**src/mipsPkg.sv**
```systemverilog
`default_nettype none

package mipsPkg;

    localparam int DATA_W     = 32;
    localparam int REG_ADDR_W = 5;

    typedef logic [DATA_W-1:0]     dataT;
    typedef logic [REG_ADDR_W-1:0] regIdxT;

    // primary opcodes
    localparam logic [5:0] OP_SPECIAL = 6'h00;  // R-type, funct picks the op
    localparam logic [5:0] OP_ADDIU   = 6'h09;
    localparam logic [5:0] OP_SLTI    = 6'h0a;
    localparam logic [5:0] OP_ANDI    = 6'h0c;
    localparam logic [5:0] OP_ORI     = 6'h0d;
    localparam logic [5:0] OP_XORI    = 6'h0e;
    localparam logic [5:0] OP_LUI     = 6'h0f;

    // funct field under SPECIAL
    localparam logic [5:0] FN_ADDU = 6'h21;
    localparam logic [5:0] FN_SUBU = 6'h23;
    localparam logic [5:0] FN_AND  = 6'h24;
    localparam logic [5:0] FN_OR   = 6'h25;
    localparam logic [5:0] FN_XOR  = 6'h26;
    localparam logic [5:0] FN_SLT  = 6'h2a;
    localparam logic [5:0] FN_SLTU = 6'h2b;

    typedef enum logic [3:0] {
        ALU_ADD,
        ALU_SUB,
        ALU_AND,
        ALU_OR,
        ALU_XOR,
        ALU_SLT,
        ALU_SLTU,
        ALU_LUI
    } aluOpT;

    // one fetched instruction with its address
    typedef struct packed {
        dataT pc;
        dataT instr;
    } queueEntryT;

    typedef struct packed {
        logic   valid;
        dataT   pc;
        aluOpT  aluOp;
        dataT   srcA;
        dataT   srcB;      // immediate already selected
        logic   regWrite;
        regIdxT writeReg;
    } issueSlotT;

    typedef struct packed {
        logic   regWrite;
        regIdxT writeReg;
        dataT   data;
        dataT   pc;
    } wbT;

endpackage

`default_nettype wire

```
**src/execStage.sv**
```systemverilog
`timescale 1ns/1ns
`default_nettype none

module execStage
    import mipsPkg::*;
(
    input  logic      clk,
    input  logic      rstN_i,
    input  issueSlotT master_i,
    input  issueSlotT slave_i,
    output wbT        exFwd_o [2],
    output wbT        wb_o [2]
);

    issueSlotT lane [2];

    function automatic dataT alu(input aluOpT op, input dataT a, input dataT b);
        dataT r;
        case (op)
            ALU_ADD:  r = a + b;
            ALU_SUB:  r = a - b;
            ALU_AND:  r = a & b;
            ALU_OR:   r = a | b;
            ALU_XOR:  r = a ^ b;
            ALU_SLT:  r = dataT'($signed(a) < $signed(b));
            ALU_SLTU: r = dataT'(a < b);
            ALU_LUI:  r = {b[15:0], 16'b0};
            default:  r = '0;
        endcase
        return r;
    endfunction

    assign lane[0] = master_i;
    assign lane[1] = slave_i;

    // E results, also forwarded back to issue
    always_comb begin
        for (int i = 0; i < 2; i++) begin
            exFwd_o[i].regWrite = lane[i].valid && lane[i].regWrite;
            exFwd_o[i].writeReg = lane[i].writeReg;
            exFwd_o[i].data     = alu(lane[i].aluOp, lane[i].srcA, lane[i].srcB);
            exFwd_o[i].pc       = lane[i].pc;
        end
    end

    // W stage
    always_ff @(posedge clk or negedge rstN_i) begin
        if (!rstN_i) begin
            wb_o <= '{default: '0};
        end else begin
            wb_o <= exFwd_o;
        end
    end

endmodule

`default_nettype wire

```
**config.mk**
```make
export PLATFORM = sky130hd
export DESIGN_NAME = execStage
export DESIGN_NICKNAME = d
export VERILOG_FILES = /design/src/mipsPkg.sv /design/src/execStage.sv
export SDC_FILE = /design/constraint.sdc
export NUM_CORES = 1
export LEC_CHECK = 0
export ABC_AREA = 1
export BUFFER_PORTS_ARGS = -buffer_cell sky130_fd_sc_hd__buf_2
export CAP_MARGIN = 20
export CORE_AREA = 2 2 281 144
export CTS_CLUSTER_DIAMETER = 80
export CTS_CLUSTER_SIZE = 30
export DETAILED_ROUTE_END_ITERATION = 6
export DIE_AREA = 0 0 283 146
export PLACE_DENSITY_LB_ADDON = 0.3
export SYNTH_ARGS = -nofsm -noshare
export SYNTH_HDL_FRONTEND = slang
export SYNTH_SLANG_ARGS = --single-unit
```
**constraint.sdc**
```tcl
create_clock -name clk -period 2.75 [get_ports clk]
set_clock_uncertainty 0.2 [all_clocks]
set_input_delay 0.1375 -clock clk [delete_from_list [all_inputs] [get_ports clk]]
set_output_delay 0.1375 -clock clk [all_outputs]
set_load 0.005 [all_outputs]
```
**Yosys cells after proc, flatten, opt, wreduce, memory -nomap -nowiden**

Index checks and enable logic that the tools add are counted.

- Bits in registers: 140
- Bits of input ports: 216
- Output and inout bits: 280
- Word-level logic and storage cells: 42

- Add/subtract/negate cells: 4
- $lt $le $gt $ge: 4
- Eq/ne operators: 14
- Muxes and demuxes: 2
- Bitwise gates (word level): 6
- Reductions and logical operators: 4

Operators by type and width:

| kind | count |
|---|---|
| case mux 32 bit (8 select lines) | 2 |
| < comparator 32 bit | 4 |
| adder 32 bit | 2 |
| bitwise AND 32 bit | 2 |
| OR 32 bit | 2 |
| subtractor 32 bit | 2 |
| XOR 32 bit | 2 |
| equality test 4 x 3 -> 1 bit, second input constant | 8 |
| equality test 4 x 2 -> 1 bit, second input constant | 4 |
| equality test 4 x 1 -> 1 bit, second input constant | 2 |
| zero test 4 bit | 2 |
| logical AND 1 bit | 2 |

**Longest topological paths before layout**

Gate-level depths: netlist of the first run.

- Depth after elaboration: 2
- Gate-level depth with buffers: 17
- Gate-level depth less buffers: 16

**Worst setup path before layout of the first run**

OpenSTA, ideal clock, no wires.

- Path kind: in2out
- Start point: in slave_i[38] (netlist bit)
- End point: out exFwd_o[32] (netlist bit)
- Data arrival time: 1.611 ns
- Required time: 2.413 ns
- Path slack: 0.802 ns
- Cell stages on the path: 15
- Path buffers: 0
- Cell sequence: inv_1 ha_1 inv_1 fa_1 nand2_1 nand3_2 nand2_1 nand2_2 nand2_1 nand2_1 nand2_1 nand2_1 nand2_1 nand3_1 nand2_1

RTL lines:

| item | line | text |
|---|---|---|
| from (decl) | execStage.sv:10 | `input issueSlotT slave_i,` |
| to (decl) | execStage.sv:11 | `output wbT exFwd_o [2],` |

==> results of run 1 <==
-- repair_timing --
item,in CTS,in global routing
resized for setup,0,23
endpoints found under the hold margin,223,0
endpoints found under the setup margin,0,20
hold buffers,94,0
-- Yosys cell counts, types with 2 or more instances --
library cell / count / area (µm²)
xor2_1: 5 / 43.79
a21oi_1: 137 / 685.7
o21ai_1: 5 / 25.02
inv_2: 14 / 52.55
and3_1: 2 / 12.51
nor4_1: 3 / 18.77
and2_1: 9 / 56.30
buf_6: 9 / 101.4
o211ai_1: 11 / 82.58
nand2_1: 913 / 3427
o21ai_0: 64 / 320.3
nand2_2: 6 / 37.54
nand3_2: 8 / 80.08
inv_1: 600 / 2252
nor2_1: 204 / 765.7
buf_2: 48 / 240.2
o22ai_1: 44 / 275.3
nor2_2: 10 / 62.56
nor2_4: 2 / 22.52
nor3_2: 5 / 50.05
buf_1: 2 / 7.510
buf_4: 79 / 593.1
dfrtp_1: 140 / 3503
a221oi_1: 11 / 96.34
nand3b_1: 3 / 22.52
fa_1: 4 / 80.08
clkbuf_1: 8 / 30.03
o21bai_1: 12 / 90.09
a21o_1: 2 / 15.01
ha_1: 201 / 2515
nand3_1: 221 / 1106
o221ai_1: 23 / 201.4
nor3b_2: 2 / 25.02
a31oi_1: 3 / 18.77
nor3_1: 22 / 110.1
nand4_1: 26 / 162.7
-- layout make-up --
type                       instances  area [µm²]  share of cell area [%]
timing repair buffer             665        4020                   18.55
multi-input combinational       1966       10570                   48.77
tap                              530       663.1                   3.060
inverter                         615        2308                   10.65
clock buffer                      17       425.4                   1.963
clock inverter                    15       172.7                  0.7967
sequential                       140        3503                   16.16
antenna                            4       10.01                 0.04618
-- critical path, cell delays in order --
cell and delay [ns]:
buf_2 0.10, dlygate4sd3_1 0.56, ha_1 0.23, nand2_1 0.08
nand2_1 0.13, inv_1 0.08, nand2_1 0.15, a21oi_2 0.16
nand2_2 0.11, nand2_1 0.14, nand2_1 0.07, nand2_1 0.07
nand3_1 0.06, nand3_1 0.13, buf_2 0.14
-- worst max path at each step --
| stage | end | cells past startpoint | slack [ns] | start |
|---|---|---|---|---|
| floorplan | exFwd_o[32] | 15 | 0.80 | slave_i[38] |
| global placement | exFwd_o[32] | 17 | 0.04 | slave_i[38] |
| detailed placement | exFwd_o[32] | 17 | 0.05 | slave_i[38] |
| CTS | exFwd_o[32] | 17 | 0.04 | slave_i[38] |
| global route | exFwd_o[32] | 17 | -0.06 | slave_i[38] |
| finish | exFwd_o[63] | 15 | 0.06 | slave_i[19] |
-- logic make-up after synthesis --
group | share of synthesized area [%]
AND/OR/NAND/NOR | 34.67
buffers and inverters | 19.00
AO/OA/AOI/OAI | 10.77
adder cells (fa/ha/maj) | 15.03
flip-flops | 20.29
XOR/XNOR | 0.2536
-- metal layers --
layer / part of all wire [%] / GRT usage (%) / vias up
met5: 0 / 0 / -
met2: 48 / 58.11 / 944
li1: - / - / 9844
met4: 3.7 / 13.38 / 0
met1: 40 / 42.11 / 9404
met3: 8.1 / 5.925 / 163
-- power by group through the flow --
stage / combinational, mW / sequential (mW) / clock, mW
floorplan: 1.85 / 2.30 / 0
global placement: 3.12 / 2.27 / 0
detailed placement: 3.14 / 2.28 / 0
CTS: 3.26 / 2.24 / 2.53
global route: 3.66 / 2.25 / 2.60
finish: 3.36 / 2.24 / 2.48
==> results.yml, run 1 <==
final_layout:
  layout_common_cells: "nand2_1 (910), inv_1 (600), buf_2 (494)"
  layout.cells.most_common: "nand2_1"
  reg_top3: "wb_o: 140 flops"
  syn2layout_area_growth_pct: 25.49
  finalNonFillerCells: 3952
  num-nets-final: 3826
  post_route_cells_drive_above_1_share_pct: 19.75
  largest_register_ffs: 140
  largest_register_by_flop_count: "wb_o"
  filler_cell_count: 3952
  final_util_pct: 56.14
  finalInstanceArea_um2: 21670
critical_path:
  arrival_ns: 2.35
  timing.critical_path.required_ns: 2.41
  critPathMaxFanout: 4
  critPathCaptureType: "output port"
  critical_path_class: "in2out"
  worstSetupStartpointType: "input port"
yosys:
  primary_flip_flop_cell_chosen_by_synthesis_mapping: "dfrtp_1"
  postSynthNetCount: 3288
  yosys_warnings: 0
  synth_seq_cells: 140
  number_of_enable_type_register_cells_in_the_synthesized_netlist: 0
  synth_async_reset_ratio_pct: 100.0
  synth.distinct_cells: 45
  post_synth_instance_area_um2: 17270
  synth.yosys.seq_area_share_pct: 20.29
  post_synth.cell_area_avg_um2: 6.024
  synthesis.instances: 2867
clocking:
  cts-buffers-inserted: 17
  path_clk_slew_ns: 0.08
  tritoncts: "built"
  cts_root_buffer: "clkbuf_16"
  maximum_level_of_the_cts_h_tree: 4
  cts_num_sinks: 140
  cts_setup_buffers: 0
  maximum_clock_path_buffer_count: 2
power_and_ir_drop:
  vdd_ir_drop_max_uv: 322.4
  power_density_nw_per_um2: 372.5
  switching_share_pct: 41.99
  switching_power_mw: 3.390
  total_power_consumption_of_the_routed_design_mw: 8.073
  p_leak_nw: 13.26
  pwr-share-seq_pct: 27.7
  share_comb_of_total_power_pct: 41.6
  internal_power_mw: 4.683
  clock_power_share_pct: 30.7
sta:
  worst_slew_pin_slew_ns: 0.6403
  worst_slew_margin_rel_pct: 57.31
  max_clock_freq_ghz: 0.3723
  report.final.hold_viol_count: 0
  timing.final.setup_violations: 0
  rsz0062_at_grt: "true"
  hold_slack_ns: 0.01367
  final_critical_path_setup_slack_ns: 0.06374
  period_needed_ns: 2.686
  setup_tns_ns: 0
  slew_violations: 0
  post-route-period-util_pct: 97.68
detailed_routing:
  postRouteWirelength_um: 72340
  drt-pass1-iter-count: 6
  detailedRoute.firstIterationViolations: 2099
  post-route-drc-count: 0
  via_count: 20360
  ant_nets: 0
  wl_per_cell_um: 18.30
  via_per_inst: 5.151
grt:
  maximum_number_of_pins_on_one_net_before_global_route_repair: 84
  overflow: 0
  antenna_found_initial: 6
  global_route_wire_length_before_repair_um: 108200
  grt_pass1_vias: 19030
  gr-usage-all-layers_pct: 33.79
die:
  initial_core_util_pct: 44.74
  die_w_um: 283
  core_area_um2: 38610
  top_level_ports: 496
  die_y_um: 146
  die_area_um2: 41320
  row_cnt: 51
run_status:
  outcome: "completed"
placed_design:
  dp_hpwl_um: 58410
  numPlacedInstances: 3822
  place_worst_setup_slack_ns: 0.04986
  finalWeightedCongestion: 1.042
  port_buffers: 495
  placedInstanceArea_um2: 20040
run:
  drv.max_cap_violation_count: 0
hold_path:
  min-delay-path-class: "in2reg"
  min_delay_worst_endpoint: "wb_o[60]$_DFF_PN0_"
  worst_hold_startpoint: "slave_i[34]"
  min_path_cells: 4
Power figures use the tool's default switching activity.
==> run 2: changes to the inputs <==
--- a/config.mk
+++ b/config.mk
@@ -8,11 +8,11 @@
 export ABC_AREA = 1
 export BUFFER_PORTS_ARGS = -buffer_cell sky130_fd_sc_hd__buf_2
 export CAP_MARGIN = 20
-export CORE_AREA = 2 2 281 144
+export CORE_AREA = 2 2 199 201
 export CTS_CLUSTER_DIAMETER = 80
 export CTS_CLUSTER_SIZE = 30
 export DETAILED_ROUTE_END_ITERATION = 6
-export DIE_AREA = 0 0 283 146
+export DIE_AREA = 0 0 201 203
 export PLACE_DENSITY_LB_ADDON = 0.3
 export SYNTH_ARGS = -nofsm -noshare
 export SYNTH_HDL_FRONTEND = slang
==> run 2 against run 1 <==
The flow now finishes with violations (DRC). Cell count shrank 0.33%. Power up 0.18%. Core utilization up 0.18 points. First-iteration DRC count rose by 6.1%. Wire length grew 6.6%. Via count grew 0.85%. Sequential power hardly changed. Sequential cell count is the same. Combinational power hardly changed. Non-clock buffer count unchanged. Global-route usage rose by 2.9 points. Critical path depth fell by 7.
==> results.yml, run 2 (same netlist as run 1, synthesis figures left out) <==
run_status:
  outcome: "finished, violations left"
  violations: "DRC"
grt:
  overflow: 0
  gr-usage-all-layers_pct: 36.69
  maximum_number_of_pins_on_one_net_before_global_route_repair: 57
  antenna_found_initial: 6
  global_route_wire_length_before_repair_um: 112800
  grt_pass1_vias: 18920
clocking:
  cts_root_buffer: "clkbuf_16"
  tritoncts: "built"
  path_clk_slew_ns: 0.08
  maximum_clock_path_buffer_count: 2
  cts-buffers-inserted: 17
  maximum_level_of_the_cts_h_tree: 4
  cts_num_sinks: 140
die:
  die_w_um: 201
  top_level_ports: 496
  initial_core_util_pct: 44.90
  die_area_um2: 40800
  die_y_um: 203
  row_cnt: 72
  core_area_um2: 38470
placed_design:
  numPlacedInstances: 3806
  dp_hpwl_um: 63560
  finalWeightedCongestion: 1.038
  placedInstanceArea_um2: 20010
  port_buffers: 495
detailed_routing:
  postRouteWirelength_um: 77120
  wl_per_cell_um: 19.58
  via_count: 20530
  via_per_inst: 5.212
  ant_nets: 0
  post-route-drc-count: 3
  drt-pass1-iter-count: 7
  detailedRoute.firstIterationViolations: 2227
critical_path:
  critical_path_class: "in2out"
  crit_start: "slave_i[71]"
  arrival_ns: 2.39
  critPathMaxFanout: 23
  timing.critical_path.required_ns: 2.41
  critical_path.endpoint: "exFwd_o[52]"
  critPathCaptureType: "output port"
  worstSetupStartpointType: "input port"
final_layout:
  filler_cell_count: 3924
  finalInstanceArea_um2: 21660
  syn2layout_area_growth_pct: 25.44
  reg_top3: "wb_o: 140 flops"
  sequential_cell_area_um2: 3503
  layout_common_cells: "nand2_1 (912), inv_1 (599), buf_2 (494)"
  largest_register_by_flop_count: "wb_o"
  post_route_cells_drive_above_1_share_pct: 19.72
  num-nets-final: 3826
  finalNonFillerCells: 3939
  multi_input_area_um2: 10540
  layout.cells.most_common: "nand2_1"
  largest_register_ffs: 140
hold_path:
  worst_hold_startpoint: "master_i[67]"
  min_path_cells: 4
  min-delay-path-class: "in2reg"
power_and_ir_drop:
  switching_share_pct: 42.95
  power_density_nw_per_um2: 373.3
  share_comb_of_total_power_pct: 41.7
  p_leak_nw: 13.26
  clock_power_share_pct: 30.6
  switching_power_mw: 3.473
  pwr-share-seq_pct: 27.7
  internal_power_mw: 4.613
  vdd_ir_drop_max_uv: 428.7
sta:
  post-route-period-util_pct: 99.33
  setup_tns_ns: 0
  worst_slew_margin_rel_pct: 51.73
  timing.final.setup_violations: 0
  hold_slack_ns: 0.01327
  report.final.hold_viol_count: 0
  rsz0062_at_grt: "true"
  worst_slew_pin_slew_ns: 0.7233
  max_clock_freq_ghz: 0.3661
  slew_violations: 0
  period_needed_ns: 2.732
run:
  drv.max_cap_violation_count: 0
==> run 2: cell types whose count changed in the layout (fill, tap and decap cells not counted), sizes merged <==
cell / delta
bufinv: -1
dlygate4sd3: -1
clkinvlp: -1
clkinv: +2
buf: +1
diode: -1
==> run 2: timing repair <==
| item | in CTS | in global routing |
|---|---|---|
| resized for setup | 0 | 19 |
| hold endpoints to repair | 225 | 0 |
| setup buffers | 0 | 4 |
| endpoints found under the setup margin | 0 | 21 |
| hold buffers | 94 | 0 |
==> run 2: per-stage QoR <==
step / power, mW / setup slack (ns) / util, %
4_1_cts: 8.021 / 0.08096 / 56.08
3_3_place_gp: 5.426 / 0.1295 / 52.02
6_report: 8.087 / 0.01829 / 56.32
2_1_floorplan: 4.152 / 0.8017 / -
3_5_place_dp: 5.424 / 0.1455 / 52.02
5_1_grt: 8.524 / -0.03506 / 56.31
==> run 2: worst min path at each step <==
stage                                      to
after floorplan             wb_o[0]$_DFF_PN0_
after global routing       wb_o[51]$_DFF_PN0_
final                     wb_o[131]$_DFF_PN0_
after global placement     wb_o[51]$_DFF_PN0_
after detailed placement   wb_o[51]$_DFF_PN0_
after CTS                 wb_o[118]$_DFF_PN0_
==> run 2: layout make-up <==
cell class,count,share of cell area (%)
Multi-Input combinational cell,1966,48.64
Timing Repair Buffer,665,18.68
Sequential cell,140,16.17
Inverter,615,10.67
Tap cell,518,2.992
Clock buffer,17,1.964
Clock inverter,15,0.8490
Antenna cell,3,0.03465
==> run 2: layer usage <==
| metal | up-vias | part of all wire [%] | track usage [%] |
|---|---|---|---|
| li1 | 9868 | - | - |
| met1 | 9276 | 43 | 49.48 |
| met2 | 1197 | 42 | 56.24 |
| met3 | 184 | 11 | 8.844 |
| met4 | 4 | 4.2 | 15.08 |
| met5 | - | 0.032 | 0 |
==> run 2: worst max-delay path: stages <==
cell and delay (ns):
buf_2 0.12, dlygate4sd3_1 0.57, inv_1 0.11, nor3_2 0.05, buf_4 0.24, a221oi_1 0.65, nand3_1 0.30, buf_2 0.21
==> run 2: power by group through the flow <==
stage	Sequential [mW]	Clock, mW	Combinational (mW)
finish	2.24	2.47	3.38
global placement	2.27	0	3.15
floorplan	2.30	0	1.85
CTS	2.24	2.50	3.28
global route	2.25	2.59	3.68
detailed placement	2.28	0	3.15
==> run 3: changes to the inputs <==
--- a/config.mk
+++ b/config.mk
@@ -14,6 +14,7 @@
 export DETAILED_ROUTE_END_ITERATION = 6
 export DIE_AREA = 0 0 201 203
 export PLACE_DENSITY_LB_ADDON = 0.3
+export REMOVE_ABC_BUFFERS = 1
 export SYNTH_ARGS = -nofsm -noshare
 export SYNTH_HDL_FRONTEND = slang
 export SYNTH_SLANG_ARGS = --single-unit
==> constraint.sdc (replaced) <==
create_clock -name clk -period 2.3 [get_ports clk]
set_clock_uncertainty 0.2 [all_clocks]
set_input_delay 0.115 -clock clk [delete_from_list [all_inputs] [get_ports clk]]
set_output_delay 0.115 -clock clk [all_outputs]
set_load 0.005 [all_outputs]
==> run 3 against run 2 <==
The run ends with setup timing left. Sequential share of layout area decreased by 2.7 points. Via count rose by 9.8%. Core utilization is 11 points higher. Die area did not move. Clock power is 18% higher. Setup slack got worse by 0.029 ns. Critical endpoint is now exFwd_o[60]. Largest cell class unchanged.
==> results.yml, run 3 (same netlist as run 1, synthesis figures left out) <==
run_status:
  outcome: "finished, violations left"
  violations: "setup timing"
detailed_routing:
  post-route-drc-count: 0
  via_per_inst: 5.281
  via_count: 22540
  wl_per_cell_um: 20.48
  detailedRoute.firstIterationViolations: 2496
  drt-pass1-iter-count: 7
  postRouteWirelength_um: 87450
  ant_nets: 0
power_and_ir_drop:
  p_leak_nw: 15.22
  power_density_nw_per_um2: 421.1
  vdd_ir_drop_max_uv: 653.2
critical_path:
  worst_path_dominant_cell_family: "simple AND/OR/NAND/NOR gates"
  largest_incremental_delay_on_the_critical_path_ns: 0.40
  worstSetupStartpointType: "input port"
  critPathSlowestCell: "fa_2"
  arrival_ns: 2.00
  critical_path_class: "in2out"
  crit_start: "slave_i[38]"
  timing.critical_path.required_ns: 1.99
  path_cells: "buf_2, inv_1, ha_2, inv_2, fa_2, nand2_2, nand3_2, buf_4, nand2_2, nand3_2, nand2_2, nand2_1, nand2_2, nand3_2, nand3_2, buf_2"
  critical_path_cell_count: 16
  count_of_buffer_and_inverter_cells_on_the_critical_path: 5
  critPathMaxFanout: 4
  critical_path.endpoint: "exFwd_o[60]"
  critPathCaptureType: "output port"
die:
  die_w_um: 201
  top_level_ports: 496
  die_y_um: 203
  initial_core_util_pct: 44.90
  die_area_um2: 40800
  row_cnt: 72
  core_area_um2: 38470
sta:
  final_critical_path_setup_slack_ns: -0.01095
  rsz0062_at_grt: "true"
  slew_violations: 0
  worst_slew_pin_slew_ns: 0.6351
  post-route-period-util_pct: 100.5
  worst_slew_margin_rel_pct: 57.60
  timing.final.setup_violations: 1
  report.final.hold_viol_count: 0
  period_needed_ns: 2.311
  max_clock_freq_ghz: 0.4327
grt:
  maximum_number_of_pins_on_one_net_before_global_route_repair: 53
  global_route_wire_length_before_repair_um: 123900
  antenna_found_initial: 6
  grt_pass1_vias: 20630
  gr-usage-all-layers_pct: 40.65
  overflow: 0
final_layout:
  num-nets-final: 4154
  layout.cells.most_common: "nand2_1"
  filler_cell_count: 3488
  largest_register_by_flop_count: "wb_o"
  reg_top3: "wb_o: 140 flops"
  finalNonFillerCells: 4269
  post_route_cells_drive_above_1_share_pct: 35.40
  layout_common_cells: "nand2_1 (819), inv_1 (567), buf_2 (488)"
  syn2layout_area_growth_pct: 50.07
  finalInstanceArea_um2: 25920
  largest_register_ffs: 140
hold_path:
  min-delay-path-class: "in2reg"
clocking:
  cts_root_buffer: "clkbuf_16"
  tritoncts: "built"
  cts_num_sinks: 140
  maximum_level_of_the_cts_h_tree: 4
  cts-buffers-inserted: 17
  maximum_clock_path_buffer_count: 2
  path_clk_slew_ns: 0.07
placed_design:
  dp_hpwl_um: 69840
  numPlacedInstances: 4114
  place_worst_setup_slack_ns: -0.2240
  placedInstanceArea_um2: 22360
  port_buffers: 495
  finalWeightedCongestion: 1.045
run:
  drv.max_cap_violation_count: 0
-- run 3: cell count changes in the layout (fill, tap and decap cells not counted), moves of 51 or more --
| cell | change |
|---|---|
| ha_1 | -52 |
| buf_4 | +319 |
| nor2_1 | -62 |
| ha_4 | +51 |
| nand2_1 | -93 |
| nand2_2 | +76 |
-- run 3: worst min-delay path by stage --
stage | from | endpoint | slack (ns) | cells past startpoint
2_1_floorplan | rstN_i | wb_o[0]$_DFF_PN0_ | -0.38 | 0
3_3_place_gp | rstN_i | wb_o[18]$_DFF_PN0_ | -0.11 | 1
3_5_place_dp | rstN_i | wb_o[18]$_DFF_PN0_ | -0.10 | 1
4_1_cts | master_i[35] | wb_o[131]$_DFF_PN0_ | 0.005 | 5
5_1_grt | master_i[35] | wb_o[131]$_DFF_PN0_ | 0.03 | 5
6_report | master_i[35] | wb_o[131]$_DFF_PN0_ | 0.03 | 5
-- run 3: worst min-delay path, cell delays in order --
cell and delay [ns]:
buf_2 0.09, ha_1 0.16, a221oi_1 0.07, buf_4 0.14
nand3_2 0.10
-- run 3: area by class of cell --
type | instances | area (µm²) | share of cell area (%)
multi-input cells | 1966 | 12230 | 47.20
diodes | 5 | 12.51 | 0.04828
inverters | 615 | 2311 | 8.917
clock buffers | 17 | 425.4 | 1.641
flip-flops and latches | 140 | 3503 | 13.52
repair buffers | 993 | 6590 | 25.43
well taps | 518 | 648.1 | 2.501
clock inverters | 15 | 193.9 | 0.7483
-- run 3: metrics by stage --
stage	hold slack [ns]	power, mW	setup TNS (ns)	utilization (%)
CTS	0.004999	10.34	-0.04130	63.36
global route	0.02724	11.47	-1.253	67.36
finish	0.02895	10.91	-0.01095	67.38
global placement	-0.1087	7.124	-4.431	58.13
floorplan	-0.3806	4.794	-0.2767	-
detailed placement	-0.1043	7.138	-5.321	58.13
-- run 3: report_power, final --
part           total [mW]  internal, mW  switching (mW)
registers            2.70          2.63          0.0672
clock network        2.91          1.48            1.43
logic                5.31          2.18            3.12
total                10.9          6.29            4.62
-- run 3: layer usage --
| layer | global-route usage (%) | up-vias | part of all wire (%) |
|---|---|---|---|
| met3 | 11.22 | 252 | 12 |
| met4 | 18.65 | 2 | 5.3 |
| met5 | 0 | - | 0.019 |
| met1 | 53.97 | 10350 | 40 |
| li1 | - | 10520 | - |
| met2 | 61.37 | 1422 | 42 |
-- run 3: what timing repair did --
| action | in CTS | in global routing |
|---|---|---|
| hold endpoints to repair | 230 | 0 |
| hold buffers | 100 | 0 |
| gates resized for setup | 109 | 367 |
| setup buffers | 2 | 17 |
| pin swaps | 8 | 81 |
| setup endpoints to repair | 47 | 61 |
